File: src/hdl/accel_macros.svh
/*
 * Neural accelerator sizes, widths and register map
 */
`ifndef ACCEL_MACROS_SVH
`define ACCEL_MACROS_SVH

// Layer geometry
`define ACCEL_N_NEURONS     4
`define ACCEL_N_PIXELS      8

// Widths
`define ACCEL_W_DATA        32
`define ACCEL_W_OPERAND     16
`define ACCEL_W_ADDR        32

// ------------------------------
// Register offsets (byte address)
`define ACCEL_OFS_CTRL      32'h0000_0000
`define ACCEL_OFS_STATUS    32'h0000_0004
`define ACCEL_OFS_BIAS      32'h0000_0010   // One word per neuron
`define ACCEL_OFS_PIXEL     32'h0000_0020   // One word per pixel
`define ACCEL_OFS_RESULT    32'h0000_0040   // One word per neuron
`define ACCEL_OFS_WEIGHT    32'h0000_0100   // Neuron-major, n*8+p
`define ACCEL_OFS_MASK      32'h0000_0FFF   // Decoded part of the address

`endif

File: src/hdl/accel_pkg.sv
/*
 * Neural accelerator types
 * Bus command and response encodings, register regions, data widths
 */
`include "accel_macros.svh"

package accel_pkg;

    // Data memory request command
    typedef enum logic {
        MEM_CMD_RD = 1'b0,
        MEM_CMD_WR = 1'b1
    } mem_cmd_e;

    // Data memory response
    typedef enum logic [1:0] {
        MEM_RESP_IDLE   = 2'b00,
        MEM_RESP_RDY_OK = 2'b01,
        MEM_RESP_RDY_ER = 2'b10
    } mem_resp_e;

    // Decoded register region
    typedef enum logic [2:0] {
        RGN_CTRL, RGN_STATUS, RGN_BIAS, RGN_PIXEL, RGN_RESULT, RGN_WEIGHT, RGN_NONE
    } region_e;

    typedef logic        [`ACCEL_W_DATA-1:0]    word_t;
    typedef logic signed [`ACCEL_W_OPERAND-1:0] operand_t;  // Weight or pixel
    typedef logic signed [`ACCEL_W_DATA-1:0]    acc_t;      // Bias, sum, result
    typedef logic        [4:0]                  reg_idx_t;  // Covers 32 weight words
    typedef logic        [2:0]                  pix_idx_t;

endpackage : accel_pkg

File: src/hdl/accel_access_if.sv
/*
 * Decoded bus access, decode stage to register file
 * Valid for exactly one cycle per accepted request
 */
`timescale 1ns/1ps

interface accel_access_if import accel_pkg::*; ();

    logic     valid;
    mem_cmd_e cmd;
    region_e  region;
    reg_idx_t index;    // Word index inside the region
    word_t    wdata;
    logic     err;      // Unmapped or read-only target

    modport decode  (output valid, cmd, region, index, wdata, err);
    modport regfile (input  valid, cmd, region, index, wdata, err);

endinterface : accel_access_if

File: src/hdl/accel_req_decode.sv
/*
 * Accelerator request decode
 * Accepts a request, maps the offset to a region and word index,
 * and registers the access for one cycle
 */
`timescale 1ns/1ps
`include "accel_macros.svh"

module accel_req_decode import accel_pkg::*; (
    input  logic                  clk,
    input  logic                  rst_n_i,
    input  logic                  req_i,
    input  mem_cmd_e              cmd_i,
    input  word_t                 addr_i,
    input  word_t                 wdata_i,
    output logic                  req_ack_o,
    accel_access_if.decode        acc_o
);

    logic     ack_q;
    logic     accept;
    word_t    ofs;
    region_e  rgn_d;
    reg_idx_t idx_d;
    logic     err_d;

    function automatic logic in_block(word_t a, word_t base, int unsigned words);
        return (a >= base) && (a < base + word_t'(4 * words));
    endfunction

    assign ofs       = addr_i & `ACCEL_OFS_MASK;
    assign req_ack_o = ack_q;
    assign accept    = req_i & ack_q;

    // ------------------------------
    // Region and index decode
    always_comb begin
        rgn_d = RGN_NONE;
        idx_d = '0;
        if (ofs[1:0] == 2'b00) begin                           // Word aligned only
            if (ofs == `ACCEL_OFS_CTRL) begin
                rgn_d = RGN_CTRL;
            end else if (ofs == `ACCEL_OFS_STATUS) begin
                rgn_d = RGN_STATUS;
            end else if (in_block(ofs, `ACCEL_OFS_BIAS, `ACCEL_N_NEURONS)) begin
                rgn_d = RGN_BIAS;
                idx_d = reg_idx_t'((ofs - `ACCEL_OFS_BIAS) >> 2);
            end else if (in_block(ofs, `ACCEL_OFS_PIXEL, `ACCEL_N_PIXELS)) begin
                rgn_d = RGN_PIXEL;
                idx_d = reg_idx_t'((ofs - `ACCEL_OFS_PIXEL) >> 2);
            end else if (in_block(ofs, `ACCEL_OFS_RESULT, `ACCEL_N_NEURONS)) begin
                rgn_d = RGN_RESULT;
                idx_d = reg_idx_t'((ofs - `ACCEL_OFS_RESULT) >> 2);
            end else if (in_block(ofs, `ACCEL_OFS_WEIGHT,
                                  `ACCEL_N_NEURONS * `ACCEL_N_PIXELS)) begin
                rgn_d = RGN_WEIGHT;
                idx_d = reg_idx_t'((ofs - `ACCEL_OFS_WEIGHT) >> 2);
            end
        end
        // Status and results are read-only
        err_d = (rgn_d == RGN_NONE) ||
                ((cmd_i == MEM_CMD_WR) && ((rgn_d == RGN_STATUS) || (rgn_d == RGN_RESULT)));
    end

    // ------------------------------
    always_ff @(posedge clk) begin
        if (!rst_n_i) begin
            ack_q       <= 1'b0;
            acc_o.valid <= 1'b0;
        end else begin
            ack_q       <= 1'b1;          // No back-pressure
            acc_o.valid <= accept;
        end
    end

    // Access payload
    always_ff @(posedge clk) begin
        if (accept) begin
            acc_o.cmd    <= cmd_i;
            acc_o.region <= rgn_d;
            acc_o.index  <= idx_d;
            acc_o.wdata  <= wdata_i;
            acc_o.err    <= err_d;
        end
    end

endmodule : accel_req_decode

File: src/flat_wrapper.sv
// flat-port wrapper written by rule: the top's interface ports become plain ports
module accel_req_decode_flat import accel_pkg::*;
  (clk, rst_n_i, req_i, cmd_i, addr_i, wdata_i, req_ack_o, acc_o_valid, acc_o_cmd, acc_o_region, acc_o_index, acc_o_wdata, acc_o_err);
  accel_access_if acc_o_i ();
  input  logic clk;
  input  logic rst_n_i;
  input  logic req_i;
  input  mem_cmd_e cmd_i;
  input  word_t addr_i;
  input  word_t wdata_i;
  output logic req_ack_o;
  output wire logic [$bits(acc_o_i.valid)-1:0] acc_o_valid;
  output wire logic [$bits(acc_o_i.cmd)-1:0] acc_o_cmd;
  output wire logic [$bits(acc_o_i.region)-1:0] acc_o_region;
  output wire logic [$bits(acc_o_i.index)-1:0] acc_o_index;
  output wire logic [$bits(acc_o_i.wdata)-1:0] acc_o_wdata;
  output wire logic [$bits(acc_o_i.err)-1:0] acc_o_err;
  assign acc_o_valid = acc_o_i.valid;
  assign acc_o_cmd = acc_o_i.cmd;
  assign acc_o_region = acc_o_i.region;
  assign acc_o_index = acc_o_i.index;
  assign acc_o_wdata = acc_o_i.wdata;
  assign acc_o_err = acc_o_i.err;
  accel_req_decode u_core (.clk(clk), .rst_n_i(rst_n_i), .req_i(req_i), .cmd_i(cmd_i), .addr_i(addr_i), .wdata_i(wdata_i), .req_ack_o(req_ack_o), .acc_o(acc_o_i));
endmodule
File: config.mk
export PLATFORM = sky130hd
export DESIGN_NAME = accel_req_decode_flat
export DESIGN_NICKNAME = d
export VERILOG_FILES = /design/src/hdl/accel_pkg.sv /design/src/hdl/accel_access_if.sv /design/src/hdl/accel_req_decode.sv /design/src/flat_wrapper.sv
export VERILOG_INCLUDE_DIRS = /design/src /design/src/hdl
export SDC_FILE = /design/constraint.sdc
export NUM_CORES = 1
export LEC_CHECK = 0
export BUFFER_PORTS_ARGS = -buffer_cell sky130_fd_sc_hd__buf_2
export CELL_PAD_IN_SITES_DETAIL_PLACEMENT = 1
export CELL_PAD_IN_SITES_GLOBAL_PLACEMENT = 1
export CORE_MARGIN = 4
export CORE_UTILIZATION = 25
export DETAILED_ROUTE_END_ITERATION = 16
export PLACE_DENSITY_LB_ADDON = 0.1
export SLEW_MARGIN = 10
export SYNTH_ARGS = -nofsm -noshare
export SYNTH_HDL_FRONTEND = slang
export SYNTH_SLANG_ARGS = --single-unit
File: constraint.sdc
create_clock -name clk -period 2.6 [get_ports clk]
set_input_delay 0.52 -clock clk [delete_from_list [all_inputs] [get_ports clk]]
set_output_delay 0.52 -clock clk [all_outputs]
set_load 0.005 [all_outputs]
==> out/results.ini <==
[status]
run_status=completed

[cells_and_area]
fillerInstances=739
regArea_um2=1300
final_layout_size_suffix_gt1_frac=0.532
antenna_cells_inserted=0
layout.nets=274
synthToLayoutAreaGrowth_pct=39.6
multi_input_area_um2=407

[power_and_ir_drop]
vdd_ir_drop_max_v=0.000220
power_leakage_nw=1.01
cellPowerDensity_nw_per_um2=589

[grt]
grt_pass1_vias=1315
grt_max_degree=27
residual_overflow_from_global_routing=0
antenna_found_initial=0
groute.usage.overall=0.101
grt_pass1_wl_um=6650

[critical_path]
critical_path.reg2reg.startpoint=u_core.req_ack_o
worstPathMaxFanout=8
slowest_delay_ns=0.45
critPathLaunchType=input port
path_delay_family=compound AO/OA/AOI/OAI gates
rr_worst_depth=2
crit_start=addr_i[5]
timing.critical_path.buf_inv=2
cp.arrival_ns=2.15
critical_path_class=in -> reg
r2r_setup_slack_ns=1.29
critical_r2r_capture=u_core.acc_o.wdata[24]
crit_path_end_kind=register
worst_ep_required_time_ns=2.71
crit_chain=buf_2 > inv_1 > ha_1 > nand2b_1 > a211oi_2 > o21ai_0 > a221oi_2
slowest_stage=sky130_fd_sc_hd__a211oi_2

[sta]
finalSetupViolations=0
maxClockFrequency_mhz=489
period_share=0.787
finalClockSkew_ns=0.00424
timing.final.crit_period_ns=2.05
worst_slack_ns=0.555
slew_headroom=0.645
final-max-slew-violation-count=0
hold_viol_final=0
worst_margin_slew_ns=0.528
setup_total_negative_slack_ns=0
grt_setup_unrepaired=no

[routing]
via_cell_ratio=4.39
remaining_drc_errors=0
routed_wl_um=4160
via_count=1241
routed_wire_length_per_instance_um=14.7
antenna_left=0
number_of_drc_markers_in_iteration_0=49
dr.pass1.iters=3

[placed_design]
pre_cts_slack_ns=0.269
place_hpwl_um=3380
io_buffers=91
place_congestion=0.791

[cts]
clkSlewWorstSetupHoldPaths_ns=0.08
htree_levels=2
post_cts_resize_count=0
clk_path_buf_depth=2
clk_latency_ns=0.28
tritoncts.num_buffers=5
clock-root-buffer=sky130_fd_sc_hd__clkbuf_8
cts.sink_count=44
tritoncts=done
post_cts.repair.setup_buffers=0
cts_hold_repair.buffers=0

[hold_path]
min-delay-path-class=in -> reg
min_delay_path_depth=1
worst_hold_path.endpoint=u_core.req_ack_o
hold_path_startpoint=rst_n_i

[synthesis]
flip_flop_cell_with_the_highest_count_after_synthesis=sky130_fd_sc_hd__edfxtp_1
synthesis.instances=103
synth_async_sr_flop_share=0
share_of_synthesized_area_occupied_by_flip_flops_and_latches=0.753
ys_ff_latch=44
syn_area_per_cell_um2=16.8
synth_edf_count=42
syn-num-nets=175
synth_cell_types=30
synthesis_warnings=0
mappedNetlistArea_um2=1730

[die]
dieWidth_um=91.2
die_h_um=91.2
die_area_um2=8310
num_io_pins=112
start_util=0.256
core_um2=6760
num_rows=30

[run]
max-cap-violations=0

==> per-layer routing <==
metal	up-vias	track usage	wire, um
met4	0	0.0352	35
met3	2	0.0290	253
met2	51	0.181	2130
met5	-	0	0
met1	591	0.113	1730
li1	597	-	-
==> report_power, final <==
part	total, W	switching (W)	internal [W]
clock	0.000493	0.000208	0.000285
sequential	0.000810	0.00000545	0.000805
combinational	0.000119	0.0000634	0.0000552
total	0.00142	0.000277	0.00114
==> sequential cells by signal, summed over array words and instances (netlist names) <==
name and cells:
u_core.acc_o.index 5, u_core.req_ack_o 1, u_core.acc_o.err 1, u_core.acc_o.cmd 1, u_core.acc_o.valid 1, u_core.acc_o.region 3, u_core.acc_o.wdata 32
==> layout make-up <==
type	count	area share
flip-flops and latches	44	0.539
repair buffers	92	0.197
multi-input cells	53	0.168
well taps	80	0.0415
clock buffers	6	0.0301
clock inverters	2	0.0145
inverters	6	0.00933
==> placed cells by master (no fill, tap or decap), types with 3 or more instances in the layout <==
master                     count
sky130_fd_sc_hd__a211oi_1      4
sky130_fd_sc_hd__ha_1          4
sky130_fd_sc_hd__nor2b_1       3
sky130_fd_sc_hd__nand3_1       4
sky130_fd_sc_hd__nand2_1       7
sky130_fd_sc_hd__a21o_1        3
sky130_fd_sc_hd__clkbuf_8      5
sky130_fd_sc_hd__buf_2        91
sky130_fd_sc_hd__inv_1         6
sky130_fd_sc_hd__edfxtp_1     42
==> cell families (layout without fill, tap and decap cells) <==
kind of cell,Yosys count,after routing,synth area share
AO/OA/AOI/OAI,19,19,0.0876
adder cells (fa/ha/maj),4,4,0.0289
buffers and inverters,6,106,0.0130
flip-flops,44,44,0.753
AND/OR/NAND/NOR,30,30,0.118
==> cell usage after synthesis (all sizes together), types with 3 or more instances <==
library cell,n,area [um2]
nor2b,3,18.8
nand2,7,26.3
ha,4,50.1
edfxtp,42,1260
inv,6,22.5
a211oi,5,42.5
a21o,3,22.5
nand3,5,37.5
==> worst max-delay path by stage <==
stage	endpoint	slack [ns]	cells after the start
2_1_floorplan	u_core.acc_o.cmd	0.66	1
3_3_place_gp	u_core.acc_o.index[2]	0.31	7
3_5_place_dp	u_core.acc_o.index[2]	0.27	7
4_1_cts	u_core.acc_o.index[2]	0.56	7
5_1_grt	u_core.acc_o.index[2]	0.36	7
6_report	u_core.acc_o.index[2]	0.55	7
==> through the flow <==
step	power [W]	hold WS, ns	instances	util	cell area, um2
CTS	0.00146	0.328	283	0.357	2410
floorplan	0.000865	0.486	103	-	1730
finish	0.00142	0.348	283	0.357	2410
global route	0.00149	0.330	283	0.357	2410
detailed placement	0.000948	0.494	275	0.341	2310
global placement	0.000944	0.477	275	0.341	2310
Power figures use the tool's default switching activity.
