`src/hdl/accel_macros.svh`:
```
/*
 * Neural accelerator sizes, widths and register map
 */
`ifndef ACCEL_MACROS_SVH
`define ACCEL_MACROS_SVH

// Layer geometry
`define ACCEL_N_NEURONS     4
`define ACCEL_N_PIXELS      8

// Widths
`define ACCEL_W_DATA        32
`define ACCEL_W_OPERAND     16
`define ACCEL_W_ADDR        32

// ------------------------------
// Register offsets (byte address)
`define ACCEL_OFS_CTRL      32'h0000_0000
`define ACCEL_OFS_STATUS    32'h0000_0004
`define ACCEL_OFS_BIAS      32'h0000_0010   // One word per neuron
`define ACCEL_OFS_PIXEL     32'h0000_0020   // One word per pixel
`define ACCEL_OFS_RESULT    32'h0000_0040   // One word per neuron
`define ACCEL_OFS_WEIGHT    32'h0000_0100   // Neuron-major, n*8+p
`define ACCEL_OFS_MASK      32'h0000_0FFF   // Decoded part of the address

`endif

```
`src/hdl/accel_pkg.sv`:
```
/*
 * Neural accelerator types
 * Bus command and response encodings, register regions, data widths
 */
`include "accel_macros.svh"

package accel_pkg;

    // Data memory request command
    typedef enum logic {
        MEM_CMD_RD = 1'b0,
        MEM_CMD_WR = 1'b1
    } mem_cmd_e;

    // Data memory response
    typedef enum logic [1:0] {
        MEM_RESP_IDLE   = 2'b00,
        MEM_RESP_RDY_OK = 2'b01,
        MEM_RESP_RDY_ER = 2'b10
    } mem_resp_e;

    // Decoded register region
    typedef enum logic [2:0] {
        RGN_CTRL, RGN_STATUS, RGN_BIAS, RGN_PIXEL, RGN_RESULT, RGN_WEIGHT, RGN_NONE
    } region_e;

    typedef logic        [`ACCEL_W_DATA-1:0]    word_t;
    typedef logic signed [`ACCEL_W_OPERAND-1:0] operand_t;  // Weight or pixel
    typedef logic signed [`ACCEL_W_DATA-1:0]    acc_t;      // Bias, sum, result
    typedef logic        [4:0]                  reg_idx_t;  // Covers 32 weight words
    typedef logic        [2:0]                  pix_idx_t;

endpackage : accel_pkg

```
`src/hdl/neuron_feed_if.sv`:
```
/*
 * Operand feed from the register file to the neuron layer
 */
`timescale 1ns/1ps
`include "accel_macros.svh"

interface neuron_feed_if import accel_pkg::*; ();

    logic     start;                            // One-cycle pulse
    pix_idx_t pix_idx;                          // Pixel requested by the layer
    operand_t pixel;
    operand_t weights [`ACCEL_N_NEURONS];       // Column for pix_idx
    acc_t     biases  [`ACCEL_N_NEURONS];
    logic     busy;

    modport regs  (output start, pixel, weights, biases, input  pix_idx, busy);
    modport layer (input  start, pixel, weights, biases, output pix_idx, busy);

endinterface : neuron_feed_if

```
`src/hdl/neuron_layer.sv`:
```
/*
 * Fully connected neuron layer
 * One pixel per cycle into all accumulators, then ReLU and capture
 */
`timescale 1ns/1ps
`include "accel_macros.svh"

module neuron_layer import accel_pkg::*; (
    input  logic                  clk,
    input  logic                  rst_n_i,
    neuron_feed_if.layer          feed_i,
    output acc_t                  results_o [`ACCEL_N_NEURONS],
    output logic                  done_pulse_o
);

    localparam int N_NRN = `ACCEL_N_NEURONS;

    typedef enum logic [1:0] {
        IDLE,
        ACCUM,
        FINISH
    } layer_state_e;

    layer_state_e state_q;
    pix_idx_t     pix_q;
    acc_t         acc_q [N_NRN];

    assign feed_i.pix_idx = pix_q;
    assign feed_i.busy    = (state_q != IDLE);

    // ------------------------------
    // Sequencer
    always_ff @(posedge clk) begin
        if (!rst_n_i) begin
            state_q      <= IDLE;
            pix_q        <= '0;
            done_pulse_o <= 1'b0;
            for (int n = 0; n < N_NRN; n++) results_o[n] <= '0;
        end else begin
            done_pulse_o <= 1'b0;
            case (state_q)
                IDLE: begin
                    if (feed_i.start) begin
                        state_q <= ACCUM;
                        pix_q   <= '0;
                    end
                end
                ACCUM: begin
                    pix_q <= pix_q + 1'b1;
                    if (pix_q == pix_idx_t'(`ACCEL_N_PIXELS - 1)) state_q <= FINISH;
                end
                FINISH: begin
                    // ReLU on the final sums
                    for (int n = 0; n < N_NRN; n++) begin
                        results_o[n] <= (acc_q[n] < 0) ? '0 : acc_q[n];
                    end
                    done_pulse_o <= 1'b1;
                    state_q      <= IDLE;
                end
                default: state_q <= IDLE;
            endcase
        end
    end

    // Accumulators, loaded with the biases at start
    always_ff @(posedge clk) begin
        for (int n = 0; n < N_NRN; n++) begin
            if ((state_q == IDLE) && feed_i.start) begin
                acc_q[n] <= feed_i.biases[n];
            end else if (state_q == ACCUM) begin
                acc_q[n] <= acc_q[n] + feed_i.weights[n] * feed_i.pixel;  // 32-bit wrap
            end
        end
    end

endmodule : neuron_layer

```
`src/flat_wrapper.sv`:
```
// flat-port wrapper written by rule: the top's interface ports become plain ports
module neuron_layer_flat import accel_pkg::*;
  (clk, rst_n_i, results_o, done_pulse_o, feed_i_start, feed_i_pixel, feed_i_weights, feed_i_biases, feed_i_pix_idx, feed_i_busy);
  neuron_feed_if feed_i_i ();
  input  logic clk;
  input  logic rst_n_i;
  output acc_t results_o[`ACCEL_N_NEURONS];
  output logic done_pulse_o;
  input wire logic [$bits(feed_i_i.start)-1:0] feed_i_start;
  input wire logic [$bits(feed_i_i.pixel)-1:0] feed_i_pixel;
  input wire logic [$bits(feed_i_i.weights)-1:0] feed_i_weights;
  input wire logic [$bits(feed_i_i.biases)-1:0] feed_i_biases;
  output wire logic [$bits(feed_i_i.pix_idx)-1:0] feed_i_pix_idx;
  output wire logic [$bits(feed_i_i.busy)-1:0] feed_i_busy;
  assign feed_i_i.start = feed_i_start;
  assign feed_i_i.pixel = feed_i_pixel;
  assign feed_i_i.weights = {>>{feed_i_weights}};
  assign feed_i_i.biases = {>>{feed_i_biases}};
  assign feed_i_pix_idx = feed_i_i.pix_idx;
  assign feed_i_busy = feed_i_i.busy;
  neuron_layer u_core (.clk(clk), .rst_n_i(rst_n_i), .feed_i(feed_i_i), .results_o(results_o), .done_pulse_o(done_pulse_o));
endmodule
```
`config.mk`:
```
export PLATFORM = sky130hd
export DESIGN_NAME = neuron_layer_flat
export DESIGN_NICKNAME = d
export VERILOG_FILES = /design/src/hdl/accel_pkg.sv /design/src/hdl/neuron_feed_if.sv /design/src/hdl/neuron_layer.sv /design/src/flat_wrapper.sv
export VERILOG_INCLUDE_DIRS = /design/src /design/src/hdl
export SDC_FILE = /design/constraint.sdc
export NUM_CORES = 2
export LEC_CHECK = 0
export ABC_AREA = 1
export BUFFER_PORTS_ARGS = -buffer_cell sky130_fd_sc_hd__buf_2
export CORE_MARGIN = 5
export CORE_UTILIZATION = 60
export DETAILED_ROUTE_END_ITERATION = 8
export GPL_TIMING_DRIVEN = 0
export HOLD_SLACK_MARGIN = 0.03
export PLACE_DENSITY = 0.84
export SLEW_MARGIN = 20
export SYNTH_ARGS = -nofsm -noshare
export SYNTH_HDL_FRONTEND = slang
export SYNTH_SLANG_ARGS = --single-unit
```
`constraint.sdc`:
```
create_clock -name clk -period 9.5 [get_ports clk]
set_input_delay 2.85 -clock clk [delete_from_list [all_inputs] [get_ports clk]]
set_output_delay 2.85 -clock clk [all_outputs]
set_load 0.02 [all_outputs]
```
==> out/metrics.yaml <==
worst_setup_path:
  worstReg2RegEnd: "u_core.acc_q[1][31]$_DFFE_PP_"
  required_ps: 9850
  reg2reg_from: "u_core.acc_q[1][13]$_DFFE_PP_"
  reg2regPathDepth: 18
  cp_max_fo: 10
  cp.arrival_ps: 9820
  criticalPathCategory: "primary input to register"
  rrSetupSlack_ps: 4450
  end_kind: "register"
  startpoint_type: "primary input"
cells_and_area:
  layout.nets: 9309
  drive_gt1_share_pct: 6.229
  regArea_um2: 6446
  synthToLayoutAreaGrowth_pct: 7.703
  multi_input_area_um2: 41330
  nFillCells: 8026
floorplanning:
  core_um2: 93610
  start_util_pct: 60.63
  placementRows: 112
  dieHeight_um: 317.6
  dieArea_um2: 100800
  io_pins: 344
  die_w_um: 317.6
sta:
  min_period_over_period_pct: 99.60
  tightest_slew_ps: 1305
  fmax_ghz: 0.1057
  finClkSkew_ps: 26.12
  period_needed_ps: 9462
  hold_viol: 0
  max_slew_margin_pct: 12.97
  setup_slack_ps: 37.53
  tns_ps: 0
  rsz0062_at_grt: "false"
  maxSlewViolCount: 0
  setup_viol_count_final: 0
job:
  max-cap-violations: 0
worst_hold_path:
  worstHoldPathCells: 2
  hold_class: "register to register"
  min_from: "u_core.results_o[93]$_SDFFE_PN0P_"
  min_to: "u_core.results_o[93]$_SDFFE_PN0P_"
cts:
  cts_root_buf: "clkbuf_16"
  clk_pin_slew_ps: 50
  cts_tree: "built"
  cts_sinks: 258
  cts_buffer_depth: 3
  clock_latency_ps: 630
  h-tree-depth: 2
  cts-buffers-inserted: 34
logic_synthesis:
  ys_ff_latch: 258
  ys.flop_type: "dfxtp_1"
  ys.warnings.count: 0
  synth_cells: 7210
  synth_largest_area_cell: "fa_1"
  synth_edf_count: 128
  syn_area_um2: 56750
  synth_area_per_cell_um2: 7.872
  ys_top_cells_by_area: "fa_1 (41%), inv_1 (14%), nand2_1 (12%), ha_1 (8.7%), edfxtp_1 (6.8%)"
  synthArstFlopShare_pct: 0
  ys_seq_area_share_pct: 11.36
  yosys.area.top_type_share_pct: 41.20
  ys_types: 42
global_route:
  grt_usage_pct: 40.07
  grt_pass1_wl_um: 306300
  grt-ovfl-total: 0
  antenna_found_initial: 19
  grt_max_degree: 47
  grt_pass1_vias: 51320
routing:
  drc_errors: 0
  drt-initial-drc-count: 5158
  ant_nets: 0
  drt_wl_total_um: 201400
  first_pass_iters: 9
  wl_per_cell_um: 22.80
  via_per_inst: 5.569
  vias: 49180
run_status:
  status: "completed"
place:
  post-place-ws_ps: -459.4
  dpl.hpwl_um: 166500
  numPortBuffers: 279
  gp_congestion: 1.032
==> how the worst max path moves through the flow <==
stage / start / end / slack, ps / depth (start not counted)
after floorplan: feed_i_pixel[3] / u_core.acc_q[3][23]$_DFFE_PP_ / 1230 / 24
after global placement: feed_i_pixel[3] / u_core.acc_q[3][31]$_DFFE_PP_ / -920 / 25
after detailed placement: feed_i_pixel[3] / u_core.acc_q[3][31]$_DFFE_PP_ / -460 / 25
after CTS: feed_i_pixel[3] / u_core.acc_q[1][31]$_DFFE_PP_ / 160 / 25
after global routing: feed_i_pixel[1] / u_core.acc_q[0][31]$_DFFE_PP_ / 20 / 23
final: feed_i_pixel[7] / u_core.acc_q[1][31]$_DFFE_PP_ / 40 / 23
==> synth_stat cells (52+ instances only) <==
library cell	count
edfxtp_1	128
dfxtp_1	130
nand2_1	1887
clkbuf_1	225
buf_1	52
fa_1	1168
a21oi_1	119
nand3_1	423
inv_1	2066
nor2_1	219
o21ai_0	85
ha_1	394
==> flip-flops by register name, indices dropped and copies added (netlist names) <==
signal and count:
u_core.done_pulse_o 1, u_core.state_q 2, u_core.results_o 124, u_core.acc_q 128, u_core.feed_i.pix_idx 3
==> metal layers <==
metal | up-vias | wire length, um | GRT usage [%]
li1 | 21430 | - | -
met1 | 23960 | 71170 | 49.78
met2 | 3095 | 85800 | 60.02
met3 | 683 | 27570 | 14.43
met4 | 12 | 16690 | 24.85
met5 | - | 142 | 0
==> cell families (layout without fill, tap and decap cells) <==
family / count (synthesis) / count (layout) / share of synthesized area (%)
AO/OA/AOI/OAI: 285 / 285 / 2.826
XOR/XNOR: 49 / 49 / 0.7562
adder cells (fa/ha/maj): 1562 / 1562 / 49.89
buffers and inverters: 2379 / 2728 / 15.85
flip-flops: 258 / 258 / 11.36
other: 1 / 19 / 0.006607
AND/OR/NAND/NOR: 2676 / 2676 / 19.32
==> layout make-up <==
class / instances / share of cell area [%]
antenna: 15 / 0.06141
buffer: 304 / 2.028
tap: 1254 / 2.567
sequential: 258 / 10.55
clock inverter: 12 / 0.1801
inverter: 2075 / 12.74
multi-input combinational: 4576 / 67.62
timing repair buffer: 287 / 2.598
clock buffer: 50 / 1.658
==> worst max-delay path, stage by stage <==
cell and delay [ps]:
clkbuf_1 780, clkbuf_1 940, nand2_1 230, fa_1 600, inv_1 50, fa_1 430
fa_1 530, fa_1 540, fa_1 510, inv_1 70, fa_1 500, inv_1 50
ha_1 330, a21oi_1 260, inv_1 70, nor2_1 160, nand2_1 100, nand2_1 70
nand2_1 40, nor2_1 290, nand3_1 180, nand3_1 140, nand2_1 80
==> layout by cell type, fill, tap and decap left out, types with 35 or more instances in the layout <==
master / synthesis / routed
inv_1: 2066 / 2066
nand2_1: 1887 / 1886
fa_1: 1168 / 1168
nand3_1: 423 / 423
ha_1: 394 / 394
buf_2: 15 / 298
nor2_1: 219 / 219
clkbuf_1: 225 / 211
dfxtp_1: 130 / 130
edfxtp_1: 128 / 128
a21oi_1: 119 / 119
o21ai_0: 85 / 85
buf_1: 52 / 46
nand4_1: 38 / 38
clkbuf_16: 0 / 36
xnor2_1: 35 / 35
==> metrics by stage <==
step | hold slack (ps) | util (%) | instance area, um2 | instances
2_1_floorplan | 460.5 | - | 56770 | 7213
3_3_place_gp | 455.5 | 63.81 | 59730 | 8746
3_5_place_dp | 458.3 | 64.04 | 59950 | 8753
4_1_cts | 467.7 | 65.24 | 61070 | 8815
5_1_grt | 482.0 | 65.27 | 61100 | 8819
6_report | 464.8 | 65.30 | 61130 | 8831
==> repair_timing <==
item,4_1_cts,5_1_grt
buffers inserted,0,0
gates resized for setup,0,6
hold buffers,0,0
hold endpoints to repair,0,0
endpoints found under the setup margin,0,4
Power is not shown: default switching activity piles up to over one toggle a cycle in this logic, so the estimate is an artifact.
