**config.mk**
```make
export PLATFORM = sky130hd
export DESIGN_NAME = accel_reg_file_flat
export DESIGN_NICKNAME = d
export VERILOG_FILES = /design/src/hdl/accel_pkg.sv /design/src/hdl/accel_access_if.sv /design/src/hdl/neuron_feed_if.sv /design/src/hdl/accel_reg_file.sv /design/src/flat_wrapper.sv
export VERILOG_INCLUDE_DIRS = /design/src /design/src/hdl
export SDC_FILE = /design/constraint.sdc
export NUM_CORES = 2
export LEC_CHECK = 0
export ABC_AREA = 1
export BUFFER_PORTS_ARGS = -buffer_cell sky130_fd_sc_hd__buf_2
export CAP_MARGIN = 20
export CORE_ASPECT_RATIO = 0.9
export CORE_UTILIZATION = 45
export DETAILED_ROUTE_END_ITERATION = 6
export PLACE_DENSITY = 0.66
export SLEW_MARGIN = 20
export SYNTH_ARGS = -nofsm -noshare
export SYNTH_HDL_FRONTEND = slang
export SYNTH_SLANG_ARGS = --single-unit
```
**constraint.sdc**
```tcl
create_clock -name clk -period 3.7 [get_ports clk]
set_input_delay 0.37 -clock clk [delete_from_list [all_inputs] [get_ports clk]]
set_output_delay 0.37 -clock clk [all_outputs]
set_load 0.02 [all_outputs]
```
**src/hdl/accel_macros.svh**
```systemverilog
/*
 * Neural accelerator sizes, widths and register map
 */
`ifndef ACCEL_MACROS_SVH
`define ACCEL_MACROS_SVH

// Layer geometry
`define ACCEL_N_NEURONS     4
`define ACCEL_N_PIXELS      8

// Widths
`define ACCEL_W_DATA        32
`define ACCEL_W_OPERAND     16
`define ACCEL_W_ADDR        32

// ------------------------------
// Register offsets (byte address)
`define ACCEL_OFS_CTRL      32'h0000_0000
`define ACCEL_OFS_STATUS    32'h0000_0004
`define ACCEL_OFS_BIAS      32'h0000_0010   // One word per neuron
`define ACCEL_OFS_PIXEL     32'h0000_0020   // One word per pixel
`define ACCEL_OFS_RESULT    32'h0000_0040   // One word per neuron
`define ACCEL_OFS_WEIGHT    32'h0000_0100   // Neuron-major, n*8+p
`define ACCEL_OFS_MASK      32'h0000_0FFF   // Decoded part of the address

`endif

```
**src/hdl/accel_pkg.sv**
```systemverilog
/*
 * Neural accelerator types
 * Bus command and response encodings, register regions, data widths
 */
`include "accel_macros.svh"

package accel_pkg;

    // Data memory request command
    typedef enum logic {
        MEM_CMD_RD = 1'b0,
        MEM_CMD_WR = 1'b1
    } mem_cmd_e;

    // Data memory response
    typedef enum logic [1:0] {
        MEM_RESP_IDLE   = 2'b00,
        MEM_RESP_RDY_OK = 2'b01,
        MEM_RESP_RDY_ER = 2'b10
    } mem_resp_e;

    // Decoded register region
    typedef enum logic [2:0] {
        RGN_CTRL, RGN_STATUS, RGN_BIAS, RGN_PIXEL, RGN_RESULT, RGN_WEIGHT, RGN_NONE
    } region_e;

    typedef logic        [`ACCEL_W_DATA-1:0]    word_t;
    typedef logic signed [`ACCEL_W_OPERAND-1:0] operand_t;  // Weight or pixel
    typedef logic signed [`ACCEL_W_DATA-1:0]    acc_t;      // Bias, sum, result
    typedef logic        [4:0]                  reg_idx_t;  // Covers 32 weight words
    typedef logic        [2:0]                  pix_idx_t;

endpackage : accel_pkg

```
**src/hdl/accel_access_if.sv**
```systemverilog
/*
 * Decoded bus access, decode stage to register file
 * Valid for exactly one cycle per accepted request
 */
`timescale 1ns/1ps

interface accel_access_if import accel_pkg::*; ();

    logic     valid;
    mem_cmd_e cmd;
    region_e  region;
    reg_idx_t index;    // Word index inside the region
    word_t    wdata;
    logic     err;      // Unmapped or read-only target

    modport decode  (output valid, cmd, region, index, wdata, err);
    modport regfile (input  valid, cmd, region, index, wdata, err);

endinterface : accel_access_if

```
**src/hdl/neuron_feed_if.sv**
```systemverilog
/*
 * Operand feed from the register file to the neuron layer
 */
`timescale 1ns/1ps
`include "accel_macros.svh"

interface neuron_feed_if import accel_pkg::*; ();

    logic     start;                            // One-cycle pulse
    pix_idx_t pix_idx;                          // Pixel requested by the layer
    operand_t pixel;
    operand_t weights [`ACCEL_N_NEURONS];       // Column for pix_idx
    acc_t     biases  [`ACCEL_N_NEURONS];
    logic     busy;

    modport regs  (output start, pixel, weights, biases, input  pix_idx, busy);
    modport layer (input  start, pixel, weights, biases, output pix_idx, busy);

endinterface : neuron_feed_if

```
**src/hdl/accel_reg_file.sv**
```systemverilog
/*
 * Accelerator register file
 * Bias, pixel, weight and result storage, bus read data and response,
 * start control and operand feed for the neuron layer
 */
`timescale 1ns/1ps
`include "accel_macros.svh"

module accel_reg_file import accel_pkg::*; (
    input  logic                  clk,
    input  logic                  rst_n_i,
    accel_access_if.regfile       acc_i,
    neuron_feed_if.regs           feed_o,
    input  acc_t                  results_i [`ACCEL_N_NEURONS],
    input  logic                  done_pulse_i,
    output word_t                 rdata_o,
    output mem_resp_e             resp_o
);

    localparam int N_NRN  = `ACCEL_N_NEURONS;
    localparam int N_PIX  = `ACCEL_N_PIXELS;
    localparam int N_WGT  = N_NRN * N_PIX;
    localparam int W_NIDX = $clog2(N_NRN);
    localparam int W_OPND = `ACCEL_W_OPERAND;

    acc_t     bias_q   [N_NRN];
    operand_t pixel_q  [N_PIX];
    operand_t weight_q [N_WGT];
    acc_t     result_q [N_NRN];
    logic     done_q;

    logic     is_wr;
    logic     blocked;      // Operand write during a layer run
    logic     store_ok;
    logic     start_pulse;
    logic [W_NIDX-1:0] nidx;
    pix_idx_t pidx;

    assign is_wr    = acc_i.valid && (acc_i.cmd == MEM_CMD_WR);
    assign blocked  = is_wr && feed_o.busy &&
                      (acc_i.region inside {RGN_BIAS, RGN_PIXEL, RGN_WEIGHT});
    assign store_ok = is_wr && !acc_i.err && !feed_o.busy;
    assign nidx     = acc_i.index[W_NIDX-1:0];
    assign pidx     = pix_idx_t'(acc_i.index);

    // Start ignored while a run is in progress
    assign start_pulse  = store_ok && (acc_i.region == RGN_CTRL) && acc_i.wdata[0];
    assign feed_o.start = start_pulse;

    // ------------------------------
    // Storage
    always_ff @(posedge clk) begin
        if (!rst_n_i) begin
            for (int n = 0; n < N_NRN; n++) begin
                bias_q[n]   <= '0;
                result_q[n] <= '0;
            end
            for (int p = 0; p < N_PIX; p++) pixel_q[p] <= '0;
            for (int w = 0; w < N_WGT; w++) weight_q[w] <= '0;
            done_q <= 1'b0;
        end else begin
            if (store_ok) begin
                case (acc_i.region)
                    RGN_BIAS:   bias_q[nidx]          <= acc_i.wdata;
                    RGN_PIXEL:  pixel_q[pidx]         <= acc_i.wdata[W_OPND-1:0];
                    RGN_WEIGHT: weight_q[acc_i.index] <= acc_i.wdata[W_OPND-1:0];
                    default: ;
                endcase
            end
            if (done_pulse_i) begin
                result_q <= results_i;
                done_q   <= 1'b1;
            end
            if (start_pulse) done_q <= 1'b0;  // New run clears done
        end
    end

    // ------------------------------
    // Read mux and response
    always_comb begin
        case (acc_i.region)
            RGN_STATUS: rdata_o = {30'b0, done_q, feed_o.busy};
            RGN_BIAS:   rdata_o = bias_q[nidx];
            RGN_PIXEL:  rdata_o = {{(32 - W_OPND){pixel_q[pidx][W_OPND-1]}}, pixel_q[pidx]};
            RGN_RESULT: rdata_o = result_q[nidx];
            RGN_WEIGHT: rdata_o = {{(32 - W_OPND){weight_q[acc_i.index][W_OPND-1]}},
                                   weight_q[acc_i.index]};
            default:    rdata_o = '0;                                   // CTRL reads zero
        endcase

        if (!acc_i.valid)              resp_o = MEM_RESP_IDLE;
        else if (acc_i.err || blocked) resp_o = MEM_RESP_RDY_ER;
        else                           resp_o = MEM_RESP_RDY_OK;
    end

    // ------------------------------
    // Operand feed for the requested pixel
    assign feed_o.pixel = pixel_q[feed_o.pix_idx];

    always_comb begin
        for (int n = 0; n < N_NRN; n++) begin
            feed_o.weights[n] = weight_q[reg_idx_t'(n * N_PIX) + reg_idx_t'(feed_o.pix_idx)];
            feed_o.biases[n]  = bias_q[n];
        end
    end

endmodule : accel_reg_file

```
**src/flat_wrapper.sv**
```systemverilog
// flat-port wrapper written by rule: the top's interface ports become plain ports
module accel_reg_file_flat import accel_pkg::*;
  (clk, rst_n_i, results_i, done_pulse_i, rdata_o, resp_o, acc_i_valid, acc_i_cmd, acc_i_region, acc_i_index, acc_i_wdata, acc_i_err, feed_o_start, feed_o_pixel, feed_o_weights, feed_o_biases, feed_o_pix_idx, feed_o_busy);
  accel_access_if acc_i_i ();
  neuron_feed_if feed_o_i ();
  input  logic clk;
  input  logic rst_n_i;
  input  acc_t results_i[`ACCEL_N_NEURONS];
  input  logic done_pulse_i;
  output word_t rdata_o;
  output mem_resp_e resp_o;
  input wire logic [$bits(acc_i_i.valid)-1:0] acc_i_valid;
  input wire logic [$bits(acc_i_i.cmd)-1:0] acc_i_cmd;
  input wire logic [$bits(acc_i_i.region)-1:0] acc_i_region;
  input wire logic [$bits(acc_i_i.index)-1:0] acc_i_index;
  input wire logic [$bits(acc_i_i.wdata)-1:0] acc_i_wdata;
  input wire logic [$bits(acc_i_i.err)-1:0] acc_i_err;
  output wire logic [$bits(feed_o_i.start)-1:0] feed_o_start;
  output wire logic [$bits(feed_o_i.pixel)-1:0] feed_o_pixel;
  output wire logic [$bits(feed_o_i.weights)-1:0] feed_o_weights;
  output wire logic [$bits(feed_o_i.biases)-1:0] feed_o_biases;
  input wire logic [$bits(feed_o_i.pix_idx)-1:0] feed_o_pix_idx;
  input wire logic [$bits(feed_o_i.busy)-1:0] feed_o_busy;
  assign acc_i_i.valid = acc_i_valid;
  assign acc_i_i.cmd = acc_i_cmd;
  assign acc_i_i.region = acc_i_region;
  assign acc_i_i.index = acc_i_index;
  assign acc_i_i.wdata = acc_i_wdata;
  assign acc_i_i.err = acc_i_err;
  assign feed_o_start = feed_o_i.start;
  assign feed_o_pixel = feed_o_i.pixel;
  assign feed_o_weights = {>>{feed_o_i.weights}};
  assign feed_o_biases = {>>{feed_o_i.biases}};
  assign feed_o_i.pix_idx = feed_o_pix_idx;
  assign feed_o_i.busy = feed_o_busy;
  accel_reg_file u_core (.clk(clk), .rst_n_i(rst_n_i), .acc_i(acc_i_i), .feed_o(feed_o_i), .results_i(results_i), .done_pulse_i(done_pulse_i), .rdata_o(rdata_o), .resp_o(resp_o));
endmodule
```
==> flow_metrics.tcl <==
set metrics [dict create \
    reg2reg_slack_ns 2.95 \
    final_cell_mix "nand2_1 (1949), nor2_1 (1422), edfxtp_1 (768)" \
    final_nets 6411 \
    first_iter_violations 6631 \
    synth_cells 5832 \
    clkPwrFrac_pct 39.5 \
    yosysUniqueCellTypes 28 \
    track_usage_pct 33.8 \
    arrival_ns 3.15 \
    initial_core_util_pct 45.7 \
    cp_slowest_cell "nor2_2" \
    crit_type "in2out" \
    ant_nets 0 \
    crit_buf_inv 5 \
    slew_headroom_pct 23.5 \
    cp_common_cell "nor2_1" \
    dpl.hpwl_um 118000 \
    overflow 0 \
    p_sw_share_pct 27.7 \
    rsz0062_at_grt "no" \
    seq_power_share_pct 46.7 \
    place_congestion 1.01 \
    combPwrFrac_pct 13.8 \
    hold_path.class "in2reg" \
    critPathCaptureType "output pin" \
    power.leakage_uw 0.0235 \
    syn_area_mm2 0.0460 \
    cp-start-kind "input port" \
    setup_viol 0 \
    tritoncts "built" \
    yosys.area.top_type "edfxtp_1" \
    drtPass1Iterations 7 \
    remaining_drc_errors 22 \
    ir_worst_vdd_v 0.000453 \
    finalHoldViolations 0 \
    critical_path.cell_chain "dlygate4sd3_1, buf_2, nor2_1, inv_1, nor2_1, o21ai_0, nor2_2, buf_4, nor2_1, nand2_1, buf_2" \
    die-area_mm2 0.103 \
    power_density_mw_per_mm2 465 \
    cp_top_family "buffers and inverters" \
    crit_fanout 9 \
    grt_use_met2_pct 50.9 \
    clock_tree.root_cell "clkbuf_16" \
    fin_setup_tns_ns 0 \
    cts_inserted_buffers 98 \
    fp.coreArea_mm2 0.101 \
    switchingPower_uw 6990 \
    synth_area_per_cell_um2 7.88 \
    yosys_register_bits 897 \
    grt_pass1_wl_um 261000 \
    areaGrowthSynthToFinish_pct 18.0 \
    post_cts_buffers 0 \
    violations "DRC" \
    final_area_mm2 0.0542 \
    insertion_delay_ns 0.66 \
    met3_usage_pct 6.14 \
    cts_buffer_depth 3 \
    yosys.area.top_type_share_pct 50.2 \
    synth_nets 6010 \
    grt.busiest_layer "met2" \
    max_freq_mhz 284 \
    hold_buffers 129 \
    crit_required_ns 3.33 \
    port_buffers 420 \
    synth_warnings 0 \
    grt_max_degree 138 \
    cts_resized 0 \
    clk_pin_slew_worst_paths_ns 0.06 \
    grt_pass1_vias 40188 \
    drv_slew 0 \
    layout_commonest_cell "nand2_1" \
    drive_gt1_share_pct 13.2 \
    internal_power_uw 18200 \
    placed_area_mm2 0.0497 \
    die_height_um 305 \
    via_count 44122 \
    rows 110 \
    met1_usage_pct 47.8 \
    synth_area_leaders "edfxtp_1 (50%), nand2_1 (16%), nor2_1 (12%)" \
    period_share_pct 95.2 \
    maxCapViolations 0 \
    clock-sinks 897 \
    antenna_found_initial 5 \
    die_x_um 339 \
    ys_seq_area_share_pct 55.8 \
    htreeDepth 3 \
    vias_per_cell 5.75 \
    worst_pin_slew_ns 1.14 \
    wl_um 181000 \
    timing.final.crit_period_ns 3.52 \
    status "finished with violations" \
    max_stage_delay_ns 0.64 \
    avgRoutedWirePerCell_um 23.6 \
    finalClockSkew_ns 0 \
    io_pins 421 \
]
through the flow:
step / hold slack, ns / power [µW] / util, % / setup slack (ns) / instances
after floorplan: 0.463 / 13800 / - / 0.654 / 5832
after global placement: 0.480 / 15200 / 49.3 / 0.444 / 7346
after detailed placement: 0.482 / 15200 / 49.4 / 0.369 / 7347
after CTS: 0.00376 / 25200 / 53.8 / 0.245 / 7657
after global routing: 0.0433 / 25900 / 53.9 / 0.0871 / 7662
final: 0.0316 / 25200 / 53.9 / 0.176 / 7667
final cells by class:
cell class                      instances  area, µm²
Fill cell                            9239      46400
Sequential cell                       897      25600
Multi-Input combinational cell       4343      17900
Timing Repair Buffer                  740       5130
Clock buffer                          129       2670
Tap cell                             1344       1680
Inverter                              153        594
Clock inverter                         52        542
Antenna cell                            9       22.5
synthesized netlist by cell type (all sizes together):
library cell,number
nand4,68
inv,143
a21oi,100
nand2,1991
o21a,2
buf,120
dfxtp,129
a31oi,50
clkbuf,319
nor3,38
nand3,20
nor2,1436
o21ai,559
o211ai,14
nor4,2
edfxtp,768
nor3b,1
clkinv,10
o22ai,62
layer usage:
metal,up-vias,part of all wire [%]
met3,458,12
met1,20969,39
li1,19762,-
met4,0,4.8
met5,-,0
met2,2933,44
power by group through the flow:
| stage | Clock, µW | Combinational [µW] | Sequential (µW) |
|---|---|---|---|
| 4_1_cts | 9990 | 3400 | 11800 |
| 5_1_grt | 10400 | 3700 | 11800 |
| 6_report | 9950 | 3480 | 11800 |
| 3_3_place_gp | 0 | 3250 | 11900 |
| 3_5_place_dp | 0 | 3280 | 12000 |
| 2_1_floorplan | 0 | 1790 | 12000 |
worst paths after layout:
check,startpoint,to,cells after the start
setup / recovery,acc_i_region[2],rdata_o[30],11
hold / removal,acc_i_wdata[17],u_core.bias_q[1][17],3
setup reg to reg,u_core.result_q[62],u_core.result_q[62],2
hold reg to reg,u_core.result_q[53],u_core.result_q[53],2
flip-flops by register name (all words and copies together) (netlist names):
name	count
u_core.weight_q	512
u_core.bias_q	128
u_core.pixel_q	128
u_core.result_q	128
u_core.done_q	1
worst reg2reg max path, stage by stage, from the launching register on:
cell,delay (ns)
dfxtp_1,0.45
o21ai_0,0.11
nor2_1,0.13
logic make-up (layout without fill, tap and decap cells):
group                  Yosys count  count (layout)  share of synthesized area (%)
other                            0               9                              0
flip-flops                     897             897                           55.8
buffers and inverters          592            1074                           5.24
AND/OR/NAND/NOR               3556            3556                           30.0
AO/OA/AOI/OAI                  787             787                           8.96
(Power assumes the default switching activity.)
